==> config.mk <==
export PLATFORM = sky130hd
export DESIGN_NAME = saturn_alu
export DESIGN_NICKNAME = d
export VERILOG_FILES = /design/src/hdl/saturn_alu_pkg.sv /design/src/hdl/alu_control.sv /design/src/hdl/alu_nibble_unit.sv /design/src/hdl/alu_register_file.sv /design/src/hdl/saturn_alu.sv
export SDC_FILE = /design/constraint.sdc
export NUM_CORES = 1
export LEC_CHECK = 0
export ABC_AREA = 1
export BUFFER_PORTS_ARGS = -buffer_cell sky130_fd_sc_hd__clkbuf_2
export CAP_MARGIN = 10
export CORE_ASPECT_RATIO = 1.25
export CORE_MARGIN = 3
export CORE_UTILIZATION = 40
export CTS_CLUSTER_DIAMETER = 150
export DETAILED_ROUTE_END_ITERATION = 16
export MAX_ROUTING_LAYER = met4
export PLACE_DENSITY_LB_ADDON = 0.12
export SETUP_SLACK_MARGIN = 0.5
export SLEW_MARGIN = 25
export SYNTH_ARGS = -nofsm -noshare
export SYNTH_HDL_FRONTEND = slang
export SYNTH_HIERARCHICAL = 1
export SYNTH_SLANG_ARGS = --single-unit
==> constraint.sdc <==
create_clock -name i_clk -period 4.3 [get_ports i_clk]
set_input_delay 0.43 -clock i_clk [delete_from_list [all_inputs] [get_ports i_clk]]
set_output_delay 0.43 -clock i_clk [all_outputs]
set_load 0.05 [all_outputs]
==> src/hdl/saturn_alu_pkg.sv <==
package saturn_alu_pkg;

  // ALU operation codes
  typedef enum logic [3:0] {
    OP_ZERO     = 4'h0,
    OP_COPY     = 4'h1,
    OP_EXCH     = 4'h2,
    OP_2CMPL    = 4'h3,
    OP_ADD      = 4'h4,
    OP_CLR_MASK = 4'h5,
    OP_TEST_EQ  = 4'h6,
    OP_TEST_NEQ = 4'h7
  } alu_op_e;

  // working registers plus two pseudo sources
  typedef enum logic [2:0] {
    REG_A    = 3'd0,
    REG_B    = 3'd1,
    REG_C    = 3'd2,
    REG_D    = 3'd3,
    REG_IMM  = 3'd4,
    REG_ZERO = 3'd5
  } alu_reg_e;

  typedef logic [3:0]  nibble_t;
  typedef logic [3:0]  field_ptr_t;
  typedef logic [63:0] reg_word_t;

  typedef struct packed {
    alu_op_e    op;
    alu_reg_e   dest;
    alu_reg_e   src1;
    alu_reg_e   src2;
    field_ptr_t field_first;
    field_ptr_t field_last;
    nibble_t    imm;
  } alu_cmd_t;

  // enables are already gated by stall and run state
  typedef struct packed {
    logic       prep;
    logic       calc;
    logic       save;
    logic       first;
    field_ptr_t ptr;
  } alu_phase_t;

  typedef struct packed {
    nibble_t src1;
    nibble_t src2;
  } operand_pair_t;

  typedef struct packed {
    nibble_t res1;
    nibble_t res2;
    logic    carry;
    logic    is_zero;
  } alu_result_t;

endpackage

==> src/hdl/alu_control.sv <==
module alu_control (
  input  logic                       i_clk,
  input  logic                       i_reset,
  input  logic                       i_en_init,
  input  logic                       i_en_prep,
  input  logic                       i_en_calc,
  input  logic                       i_en_save,
  input  logic                       i_stalled,
  input  logic                       i_start,
  input  saturn_alu_pkg::alu_cmd_t   i_cmd,
  output saturn_alu_pkg::alu_cmd_t   o_cmd,
  output saturn_alu_pkg::alu_phase_t o_phase,
  output logic                       o_busy
);

  import saturn_alu_pkg::*;

  alu_cmd_t   cmd_q;
  field_ptr_t ptr_q;
  logic       run_q;
  logic       done_q;

  logic do_init;
  logic do_prep;
  logic do_calc;
  logic do_save;

  // strobes only count while the sequencer is not stalled
  assign do_init = !i_stalled && i_en_init && i_start && !run_q;
  assign do_prep = !i_stalled && i_en_prep && run_q;
  assign do_calc = !i_stalled && i_en_calc && run_q;
  assign do_save = !i_stalled && i_en_save && run_q;

  // command word held for the whole field
  always_ff @(posedge i_clk) begin
    if (do_init) begin
      cmd_q <= i_cmd;
    end
  end

  always_ff @(posedge i_clk) begin
    if (i_reset) begin
      run_q  <= 1'b0;
      done_q <= 1'b0;
      ptr_q  <= '0;
    end else begin
      if (do_init) begin
        run_q  <= 1'b1;
        done_q <= 1'b0;
        ptr_q  <= i_cmd.field_first;
      end
      if (do_prep) begin
        done_q <= 1'b0;
      end
      // last nibble of the field is known at calc
      if (do_calc) begin
        done_q <= (ptr_q == cmd_q.field_last);
      end
      if (do_save) begin
        // wraps from 15 back to 0
        ptr_q <= ptr_q + 4'd1;
        if (done_q) begin
          run_q  <= 1'b0;
          done_q <= 1'b0;
        end
      end
    end
  end

  assign o_cmd         = cmd_q;
  assign o_phase.prep  = do_prep;
  assign o_phase.calc  = do_calc;
  assign o_phase.save  = do_save;
  assign o_phase.first = (ptr_q == cmd_q.field_first);
  assign o_phase.ptr   = ptr_q;
  assign o_busy        = run_q;

endmodule

==> src/hdl/alu_nibble_unit.sv <==
module alu_nibble_unit (
  input  logic                          i_clk,
  input  logic                          i_reset,
  input  saturn_alu_pkg::alu_cmd_t      i_cmd,
  input  saturn_alu_pkg::alu_phase_t    i_phase,
  input  saturn_alu_pkg::operand_pair_t i_operands,
  output saturn_alu_pkg::alu_result_t   o_result
);

  import saturn_alu_pkg::*;

  operand_pair_t opnd_q;
  logic          carry_in_q;
  nibble_t       res1_q;
  nibble_t       res2_q;
  logic          carry_q;
  logic          is_zero_q;

  nibble_t    inv_src1;
  nibble_t    cmpl_nib;
  logic [4:0] sum;

  assign inv_src1 = ~opnd_q.src1;
  assign cmpl_nib = inv_src1 + {3'b000, carry_in_q};
  assign sum      = {1'b0, opnd_q.src1} + {1'b0, opnd_q.src2} + {4'b0000, carry_in_q};

  // prep latches operands and incoming carry
  always_ff @(posedge i_clk) begin
    if (i_phase.prep) begin
      opnd_q <= i_operands;
      case (i_cmd.op)
        OP_2CMPL, OP_TEST_EQ: carry_in_q <= i_phase.first ? 1'b1 : carry_q;
        OP_ADD, OP_TEST_NEQ:  carry_in_q <= i_phase.first ? 1'b0 : carry_q;
        default:              carry_in_q <= carry_q;
      endcase
    end
  end

  // result nibbles at calc
  always_ff @(posedge i_clk) begin
    if (i_phase.calc) begin
      case (i_cmd.op)
        OP_ZERO:     res1_q <= '0;
        OP_COPY:     res1_q <= opnd_q.src1;
        OP_EXCH: begin
          res1_q <= opnd_q.src2;
          res2_q <= opnd_q.src1;
        end
        OP_CLR_MASK: res1_q <= opnd_q.src1 & ~opnd_q.src2;
        OP_ADD:      res1_q <= sum[3:0];
        OP_2CMPL:    res1_q <= cmpl_nib;
        default:     res1_q <= res1_q;
      endcase
    end
  end

  // carry chain and zero tracking at calc
  always_ff @(posedge i_clk) begin
    if (i_reset) begin
      carry_q   <= 1'b0;
      is_zero_q <= 1'b0;
    end else if (i_phase.calc) begin
      case (i_cmd.op)
        OP_ADD: carry_q <= sum[4];
        OP_2CMPL: begin
          // borrow only ripples through an all-zero low part
          carry_q   <= (inv_src1 == 4'hf) && carry_in_q;
          is_zero_q <= (opnd_q.src1 == 4'h0) && (i_phase.first || is_zero_q);
        end
        OP_TEST_EQ:  carry_q <= (opnd_q.src1 == opnd_q.src2) && carry_in_q;
        OP_TEST_NEQ: carry_q <= (opnd_q.src1 != opnd_q.src2) || carry_in_q;
        default:     carry_q <= carry_q;
      endcase
    end
  end

  assign o_result.res1    = res1_q;
  assign o_result.res2    = res2_q;
  assign o_result.carry   = carry_q;
  assign o_result.is_zero = is_zero_q;

endmodule

==> src/hdl/alu_register_file.sv <==
module alu_register_file (
  input  logic                          i_clk,
  input  logic                          i_reset,
  input  saturn_alu_pkg::alu_cmd_t      i_cmd,
  input  saturn_alu_pkg::alu_phase_t    i_phase,
  input  saturn_alu_pkg::alu_result_t   i_result,
  output saturn_alu_pkg::operand_pair_t o_operands,
  input  saturn_alu_pkg::alu_reg_e      i_dump_sel,
  output saturn_alu_pkg::reg_word_t     o_dump_data,
  output logic                          o_carry
);

  import saturn_alu_pkg::*;

  // A, B, C, D indexed by the low bits of the register code
  reg_word_t regs [4];
  logic      carry_q;

  logic [5:0] nib_lsb;
  logic       writes_dest;

  assign nib_lsb     = {i_phase.ptr, 2'b00};
  assign writes_dest = i_cmd.op inside {OP_ZERO, OP_COPY, OP_EXCH,
                                        OP_2CMPL, OP_ADD, OP_CLR_MASK};

  function automatic logic is_gpr(alu_reg_e sel);
    return sel inside {REG_A, REG_B, REG_C, REG_D};
  endfunction

  // nibble at the current pointer with the immediate repeated at every position
  function automatic nibble_t pick_nibble(alu_reg_e sel);
    nibble_t nib;
    case (sel)
      REG_A, REG_B, REG_C, REG_D: nib = regs[sel[1:0]][nib_lsb +: 4];
      REG_IMM:                    nib = i_cmd.imm;
      default:                    nib = '0;
    endcase
    return nib;
  endfunction

  always_comb begin
    o_operands.src1 = pick_nibble(i_cmd.src1);
    o_operands.src2 = pick_nibble(i_cmd.src2);
  end

  always_ff @(posedge i_clk) begin
    if (i_reset) begin
      for (int i = 0; i < 4; i++) begin
        regs[i] <= '0;
      end
      carry_q <= 1'b0;
    end else if (i_phase.save) begin
      if (writes_dest && is_gpr(i_cmd.dest)) begin
        regs[i_cmd.dest[1:0]][nib_lsb +: 4] <= i_result.res1;
      end
      // second half of an exchange
      if ((i_cmd.op == OP_EXCH) && is_gpr(i_cmd.src2)) begin
        regs[i_cmd.src2[1:0]][nib_lsb +: 4] <= i_result.res2;
      end
      case (i_cmd.op)
        OP_ADD, OP_TEST_EQ, OP_TEST_NEQ: carry_q <= i_result.carry;
        OP_2CMPL:                        carry_q <= !i_result.is_zero;
        default:                         carry_q <= carry_q;
      endcase
    end
  end

  always_comb begin
    case (i_dump_sel)
      REG_A, REG_B, REG_C, REG_D: o_dump_data = regs[i_dump_sel[1:0]];
      default:                    o_dump_data = '0;
    endcase
  end

  assign o_carry = carry_q;

endmodule

==> src/hdl/saturn_alu.sv <==
module saturn_alu (
  input  logic                      i_clk,
  input  logic                      i_reset,
  input  logic                      i_en_init,
  input  logic                      i_en_prep,
  input  logic                      i_en_calc,
  input  logic                      i_en_save,
  input  logic                      i_stalled,
  input  logic                      i_start,
  input  saturn_alu_pkg::alu_cmd_t  i_cmd,
  input  saturn_alu_pkg::alu_reg_e  i_dump_sel,
  output logic                      o_busy,
  output logic                      o_carry,
  output saturn_alu_pkg::reg_word_t o_dump_data
);

  import saturn_alu_pkg::*;

  alu_cmd_t      cmd;
  alu_phase_t    phase;
  operand_pair_t operands;
  alu_result_t   result;

  alu_control alu_control_inst (
    .i_clk     (i_clk),
    .i_reset   (i_reset),
    .i_en_init (i_en_init),
    .i_en_prep (i_en_prep),
    .i_en_calc (i_en_calc),
    .i_en_save (i_en_save),
    .i_stalled (i_stalled),
    .i_start   (i_start),
    .i_cmd     (i_cmd),
    .o_cmd     (cmd),
    .o_phase   (phase),
    .o_busy    (o_busy)
  );

  alu_nibble_unit alu_nibble_unit_inst (
    .i_clk      (i_clk),
    .i_reset    (i_reset),
    .i_cmd      (cmd),
    .i_phase    (phase),
    .i_operands (operands),
    .o_result   (result)
  );

  alu_register_file alu_register_file_inst (
    .i_clk       (i_clk),
    .i_reset     (i_reset),
    .i_cmd       (cmd),
    .i_phase     (phase),
    .i_result    (result),
    .o_operands  (operands),
    .i_dump_sel  (i_dump_sel),
    .o_dump_data (o_dump_data),
    .o_carry     (o_carry)
  );

endmodule

==> parameters.txt, run 1 <==
Parameter                              Value

Clock network
  Post-CTS clock slew at the launch and capture registers of the worst setup and hold paths ... 60 ps
  Clock Latency Late Sink ... 580 ps
  CTS Buffer Depth ... 3
  Cell at the root of the clock tree ... clkbuf_16
  Resized Gates After CTS ... 0
  CTS tree ... built
  H-tree Lvls ... 2
  Clock buffers created by TritonCTS ... 38
  Sink Count ... 307

Die
  Die height ... 275 um
  Die Span X ... 221 um
  Core footprint ... 56700 um2
  Initial core utilization ... 0.408
  Boundary Pins ... 102
  Area of the die ... 60800 um2
  Std-Cell Rows ... 97

Synth
  Number of flops mapped to enable cells by yosys ... 298
  Sequential fraction of the synthesis area ... 0.395
  Fraction of registers with async set/reset ... 0
  Total number of yosys warnings ... 6
  Net count after synthesis ... 3333
  Netlist area before placement ... 23100 um2
  Number of synthesized register bits ... 307
  Count of distinct cell types in the synthesized netlist ... 55
  Post-Synthesis Mean Instance Area ... 7.05 um2
  Cells after synthesis ... 3282
  Dominant register cell in the synthesized netlist ... edfxtp_1

Critical path
  Worst Path Class, Setup ... reg2reg
  Sum of buffers and inverters on the critical path ... 5
  Terminus of the critical flop-to-flop path ... alu_register_file_inst/regs[0][39]
  Cell count of the worst reg-to-reg path ... 15
  Cell class contributing the biggest share of worst-path delay ... simple AND/OR/NAND/NOR gates
  Slowest Stage Delay on Critical Path ... approximately 510 ps
  Startpoint of the lowest-slack register-to-register path ... alu_control_inst/o_busy
  Crit path max-delay cell type ... o21ai_0
  Endpoint kind of the worst setup timing path ... register
  Data arrival time at the worst-slack endpoint ... 3720 ps
  Startpoint class of the critical path ... register
  Required time reported for the critical path endpoint ... 4480 ps
  Worst R2R Setup Slack ... 760 ps
  Crit path top cell by count ... nand2_1
  Maximum fanout encountered on the critical timing path ... 12
  Cells along the critical path ... nand3_2, inv_2, inv_1, nor2_1, nand4_1, inv_2, nand3_1, nand2_1, nor2_2, nand3_4, buf_4, nand2_1, nand2_1, inv_1, o21ai_0

Timing
  Setup repair after global routing missed its margin ... false
  Final max-slew violation count ... 0
  Share of the clock period used by the worst path ... 0.823
  Crit path time final ... 3540 ps
  Setup-violating endpoint count in the final report ... 0
  Skew final ... 33.7 ps
  Post-Route Setup TNS ... 0 ps
  Max frequency ... around 280 MHz
  Number of failing hold endpoints at the final stage ... 0
  Transition time at the pin with the least slew margin ... 987 ps
  Slew Limit Headroom ... 0.338

Layout
  Area Growth Syn to Fin ... 11.7%
  Final design utilization ... 0.456
  Layout Nets ... 3368
  Ratio of cells with drive above 1 in the final layout ... 0.114

Global routing
  Residual overflow from global routing ... 0
  Gr usage total ... 0.349
  Pin count of the biggest net entering global routing ... 146
  Initial antenna violation count ... 0
  First-pass GRT wire length ... 154000 um
  Vias in the first global route ... approximately 24000

Route
  Pre-antenna DRT Iters ... 8
  Wire per inst ... 26.1 um
  DRC violation count after routing ... 0
  Count of vias placed by the detailed router ... roughly 25000
  Routed wire length ... approximately 110000 um
  Number of vias per cell ... 6.13
  Number of routed nets with antenna violations ... 0
  Count of routing violations after the opening detailed-route iteration ... ~3600

Status
  Status ... completed

Power and ir drop
  Switching power share of the total ... 0.291
  Clock share of power ... 0.423
  Sequential share of power ... 0.428
  Internal Pwr Total ... 5730 uW
  Net switching power of the design ... 2350 uW
  Static leakage ... 0.0104 uW
  Pwr Density ... 313 nW/um2
  Peak ir drop on the vdd network ... between 200 and 300 uV
  Combinational power share ... 0.149

Placement
  Half-perimeter wire length after placement ... 74900 um
  # port buffers ... 101
  Placer congestion estimate ... 1.04

Hold path
  End point of the most critical hold path ... alu_control_inst/o_cmd[5]
  Start point of the worst min-delay path ... i_cmd[5]
  Worst hold path class ... in2reg
  Cell depth of the worst hold path ... 1

Flow run
  Number of max-cap violations ... 0
## stage by stage
step | instance area [um2] | total power (uW) | hold WS [ps] | cells | setup WS (ps)
after floorplan | 23100 | 4230 | 487 | 3282 | 778
final | 25800 | 8080 | 23.5 | 4088 | 760
after global routing | 25800 | 8270 | 21.5 | 4087 | 526
after CTS | 25800 | 8060 | 16.7 | 4083 | 691
after global placement | 24500 | 4680 | 511 | 4015 | 694
after detailed placement | 24500 | 4690 | 520 | 4015 | 557
## kinds of logic after synthesis
group | Yosys count | share of synthesized area
fa+ha+maj | 15 | 0.00876
compound gates | 793 | 0.197
buf+inv | 474 | 0.0811
mux | 1 | 0.000487
xor+xnor | 6 | 0.00227
simple gates | 1686 | 0.316
flops | 307 | 0.395
## cells in the mapped netlist, types with 26 or more instances
| cell | instances | area share |
|---|---|---|
| nand3_1 | 298 | 0.064 |
| o21ai_0 | 312 | 0.067 |
| a22oi_1 | 40 | 0.013 |
| o22ai_1 | 30 | 0.0081 |
| nand4_1 | 31 | 0.0084 |
| o21ai_1 | 26 | 0.0056 |
| o211ai_1 | 71 | 0.023 |
| inv_1 | 252 | 0.041 |
| nor2_2 | 49 | 0.013 |
| nand2_1 | 832 | 0.13 |
| a21oi_1 | 235 | 0.051 |
| clkbuf_1 | 157 | 0.025 |
| nor2_1 | 392 | 0.064 |
| edfxtp_1 | 298 | 0.39 |
## cell usage in the layout, fill, tap and decap left out, types with 10 or more instances in the layout
cell and n:
nand3_1 298, o21ai_0 312, clkbuf_16 39, a21oi_1 235, a22oi_1 40, o21ai_1 26
nor2_2 49, edfxtp_1 298, inv_2 21, nor3_1 24, buf_4 86, nor2_4 19
o2bb2ai_1 10, clkinv_1 10, nand2_1 830, ha_1 13, nor2_1 390, o22ai_1 30
o2111ai_1 23, o211ai_1 71, inv_1 249, clkbuf_2 99, or2_2 13, o31ai_1 13
o221ai_1 20, nand4_1 31
## layout make-up
type                       count  area [um2]
antenna                        1        2.50
inverter                     276        1040
multi-input combinational   2501       12200
sequential                   307        9130
timing repair buffer         193        1300
tap                          742         928
clock inverter                19         251
clock buffer                  49        1040
fill                        5722       30800
## power by group through the flow
| stage | clock network (uW) | registers (uW) | logic (uW) |
|---|---|---|---|
| 2_1_floorplan | 0 | 3480 | 744 |
| 3_3_place_gp | 0 | 3510 | 1160 |
| 3_5_place_dp | 0 | 3520 | 1170 |
| 4_1_cts | 3430 | 3450 | 1170 |
| 5_1_grt | 3540 | 3460 | 1270 |
| 6_report | 3420 | 3460 | 1200 |
## state kept, by name (all words and copies together) (netlist names)
signal,count
alu_nibble_unit_inst/res2_q,4
alu_nibble_unit_inst/res1_q,4
alu_nibble_unit_inst/carry_q,1
alu_register_file_inst/o_carry,1
alu_nibble_unit_inst/opnd_q,8
alu_control_inst/o_cmd,25
alu_register_file_inst/regs,256
alu_nibble_unit_inst/carry_in_q,1
alu_control_inst/ptr_q,4
alu_nibble_unit_inst/is_zero_q,1
alu_control_inst/done_q,1
alu_control_inst/o_busy,1
## metal layers
metal  share of wire  global-route usage
met5               0                   -
met4           0.061               0.191
met3           0.090              0.0552
met2            0.46               0.563
met1            0.38               0.420
## worst reg2reg max path, stage by stage (launching register included)
cell     delay [ps]
dfxtp_1         420
nand3_2         160
inv_2           140
inv_1            50
nor2_1          160
nand4_1         280
inv_2           290
nand3_1         230
nand2_1         150
nor2_2           60
nand3_4         180
buf_4           210
nand2_1          90
nand2_1          90
inv_1           110
o21ai_0         510
## repair_timing
item,CTS,global route
buffers inserted,0,4
hold buffers,0,0
setup endpoints to repair,0,20
## worst max-delay path by stage
stage | startpoint | endpoint | slack (ps) | depth (start not counted)
after global placement | i_stalled | alu_register_file_inst/regs[1][45] | 690 | 15
after detailed placement | i_stalled | alu_register_file_inst/regs[1][45] | 560 | 15
after CTS | alu_control_inst/o_busy | alu_register_file_inst/regs[1][45] | 690 | 13
final | alu_control_inst/o_busy | alu_register_file_inst/regs[0][39] | 760 | 15
after global routing | alu_control_inst/o_busy | alu_register_file_inst/regs[1][15] | 530 | 14
after floorplan | alu_control_inst/ptr_q[0] | alu_register_file_inst/regs[0][36] | 780 | 18
Power figures use the tool's default switching activity.
==> inputs of run 2 (changes only) <==
==> constraint.sdc (replaced) <==
create_clock -name i_clk -period 3.7 [get_ports i_clk]
set_input_delay 0.37 -clock i_clk [delete_from_list [all_inputs] [get_ports i_clk]]
set_output_delay 0.37 -clock i_clk [all_outputs]
set_load 0.05 [all_outputs]
==> parameters.txt, run 2 (same netlist as run 1, synthesis figures left out) <==
Parameter                              Value

Status
  Status ... completed

Layout
  Area Growth Syn to Fin ... 17.7%
  Largest register by flop count ... alu_register_file_inst/regs
  Commonest cells after routing, fill and taps aside ... nand2_1, nor2_1, o21ai_0
  Leading cell type in the layout, fill and taps excluded ... nand2_1
  Total area of multi-input combinational cells ... 12300 um2 (+1.2%)
  Final design utilization ... 0.480 (+0.0243)
  Max FFs per register ... 256 (unchanged)
  N_diodes ... 0 (-1)
  Ratio of cells with drive above 1 in the final layout ... 0.131 (+0.0168)
  Layout Nets ... 3422 (+1.6%)
  Final Instance Count excl. Fillers ... 4139 (+1.2%)
  Flip-flop and latch area ... 9130 um2 (about the same)
  Fill cell total of the finished layout ... 5535 (-3.3%)

Critical path
  Slowest Stage Delay on Critical Path ... 340 ps (-170 ps)
  Crit path max-delay cell type ... dfxtp_2
  Endpoint kind of the worst setup timing path ... register
  Worst Path Class, Setup ... reg2reg
  Cells along the critical path ... inv_2, ha_1, inv_1, nand2_1, nand2_1, buf_4, nor3_1, o21ai_1, nand3_4, nand3_4, buf_12, nor2_1, or2_2
  Startpoint class of the critical path ... register
  Required time reported for the critical path endpoint ... 3980 ps (-500 ps)
  Maximum fanout encountered on the critical timing path ... 11 (-1)
  Cell class contributing the biggest share of worst-path delay ... simple AND/OR/NAND/NOR gates
  Sum of buffers and inverters on the critical path ... 4 (-1)
  Data arrival time at the worst-slack endpoint ... 3390 ps (-330 ps)

Die
  Initial core utilization ... 0.408 (unchanged)
  Die height ... 275 um (unchanged)
  Area of the die ... 60800 um2 (unchanged)
  Die Span X ... 221 um (unchanged)
  Std-Cell Rows ... 97 (unchanged)
  Core footprint ... 56700 um2 (unchanged)
  Boundary Pins ... 102 (unchanged)

Timing
  Number of failing hold endpoints at the final stage ... 0 (unchanged)
  Max frequency ... 322 MHz (+14%)
  Share of the clock period used by the worst path ... 0.841 (+0.0173)
  Slew Limit Headroom ... 0.353 (+0.0148)
  Transition time at the pin with the least slew margin ... 971 ps (-16.1 ps)
  Crit path time final ... 3110 ps (-430 ps)
  Final max-slew violation count ... 0 (unchanged)
  Skew final ... 26.2 ps (-7.54 ps)
  Setup-violating endpoint count in the final report ... 0 (unchanged)
  Setup repair after global routing missed its margin ... true
  Post-Route Hold Slack ... 9.17 ps (-14.4 ps)
  Post-Route Setup TNS ... 0 ps (unchanged)

Flow run
  Number of max-cap violations ... 0 (unchanged)

Route
  Count of vias placed by the detailed router ... 25600 (+2.0%)
  Length of routed met3 wiring ... 11000 um (+14%)
  WL met2 ... 48500 um (-2.2%)
  Number of routed nets with antenna violations ... 0 (unchanged)
  Highest metal used ... met4
  Pre-antenna DRT Iters ... 7 (-1)
  Wire per inst ... 25.5 um (-2.3%)
  Routed metal-1 wire length ... 38900 um (-5.3%)
  Count of routing violations after the opening detailed-route iteration ... 3689 (+3.2%)
  DRC violation count after routing ... 0 (unchanged)
  Routed wire length ... 106000 um (-1.1%)
  Number of vias per cell ... 6.18 (+0.73%)

Global routing
  Vias in the first global route ... 23800 (+0.46%)
  Residual overflow from global routing ... 0 (unchanged)
  Pin count of the biggest net entering global routing ... 146 (unchanged)
  First-pass GRT wire length ... 153000 um (-0.56%)
  Initial antenna violation count ... 1 (+1)
  Gr usage total ... 0.344 (-0.00471)

Hold path
  Worst hold path class ... in2reg

Clock network
  H-tree Lvls ... 2 (unchanged)
  Post-CTS clock slew at the launch and capture registers of the worst setup and hold paths ... 60 ps (about the same)
  CTS Buffer Depth ... 3 (unchanged)
  Cell at the root of the clock tree ... clkbuf_16
  Clock Latency Late Sink ... 580 ps (about the same)
  Clock buffers created by TritonCTS ... 36 (-5.3%)
  Sink Count ... 307 (unchanged)
  CTS tree ... built

Power and ir drop
  Static leakage ... 0.0109 uW (+4.8%)
  Peak ir drop on the vdd network ... 277 uV (-4.1%)
  Pwr Density ... 354 nW/um2 (+13%)
  Total power ... 9630 uW (+19%)

Placement
  Cell count after placement ... 4028 (+0.32%)
  Placer congestion estimate ... 0.999 (-3.5%)
  Half-perimeter wire length after placement ... 73700 um (-1.6%)
  # port buffers ... 101 (unchanged)
-- run 2: cell count changes in the layout (fill, tap and decap cells not counted), moves of 7 or more --
cell	previous run	this run
dlygate4sd3_1	0	24
nor2_1	390	380
buf_12	8	57
o22ai_1	30	20
clkbuf_2	99	56
nor2_2	49	57
nand3_2	2	9
buf_4	86	108
nand3_1	298	291
o22ai_2	0	9
-- run 2: through the flow --
stage / setup slack (ps) / area, um2
final: 590 / 27200
after floorplan: 511 / 23200
after CTS: 494 / 27000
after global routing: 403 / 27200
after detailed placement: 122 / 25400
after global placement: 179 / 25400
-- run 2: routing by layer --
layer	up-vias	global-route usage
li1	11400	-
met1	12100	0.410
met2	1672	0.548
met3	414	0.0628
met4	0	0.202
met5	-	-
-- run 2: layout make-up --
cell class | instances | area share
multi-input combinational | 2501 | 0.452
clock inverter | 23 | 0.0125
clock buffer | 41 | 0.0346
timing repair inverter | 1 | 0.000184
sequential | 307 | 0.335
tap | 742 | 0.0341
timing repair buffer | 248 | 0.0932
inverter | 276 | 0.0382
-- run 2: path summary, 6_finish.rpt --
check | from | to | slack [ps] | cells past startpoint
worst min register to register | alu_control_inst/o_busy | alu_control_inst/o_busy | 510 | 2
worst max-delay path | alu_control_inst/ptr_q[0] | alu_register_file_inst/regs[1][25] | 590 | 13
worst max register to register | alu_control_inst/ptr_q[0] | alu_register_file_inst/regs[1][25] | 590 | 13
worst min-delay path | i_cmd[10] | alu_control_inst/o_cmd[10] | 9 | 1
-- run 2: timing repair --
| item | in CTS | in global routing |
|---|---|---|
| cloned | 2 | 0 |
| pin swaps | 2 | 14 |
| buffers inserted | 3 | 18 |
| endpoints found under the hold margin | 24 | 0 |
| gates resized for setup | 7 | 25 |
| hold buffers | 24 | 0 |
| setup endpoints to repair | 195 | 404 |
-- run 2: worst reg2reg max path: cells and delay by family, from the launching register on --
kind	cells	cell delay, ps
AO/OA/AOI/OAI	1	160
AND/OR/NAND/NOR	7	1400
adder cells (fa/ha/maj)	1	260
buffers and inverters	4	650
flip-flops	1	340
-- run 2: power by group --
group | internal [uW] | switching [uW] | leakage [uW]
Combinational | 468 | 1120 | 0.00719
Clock | 2450 | 1580 | 0.000623
Sequential | 3920 | 95.5 | 0.00310
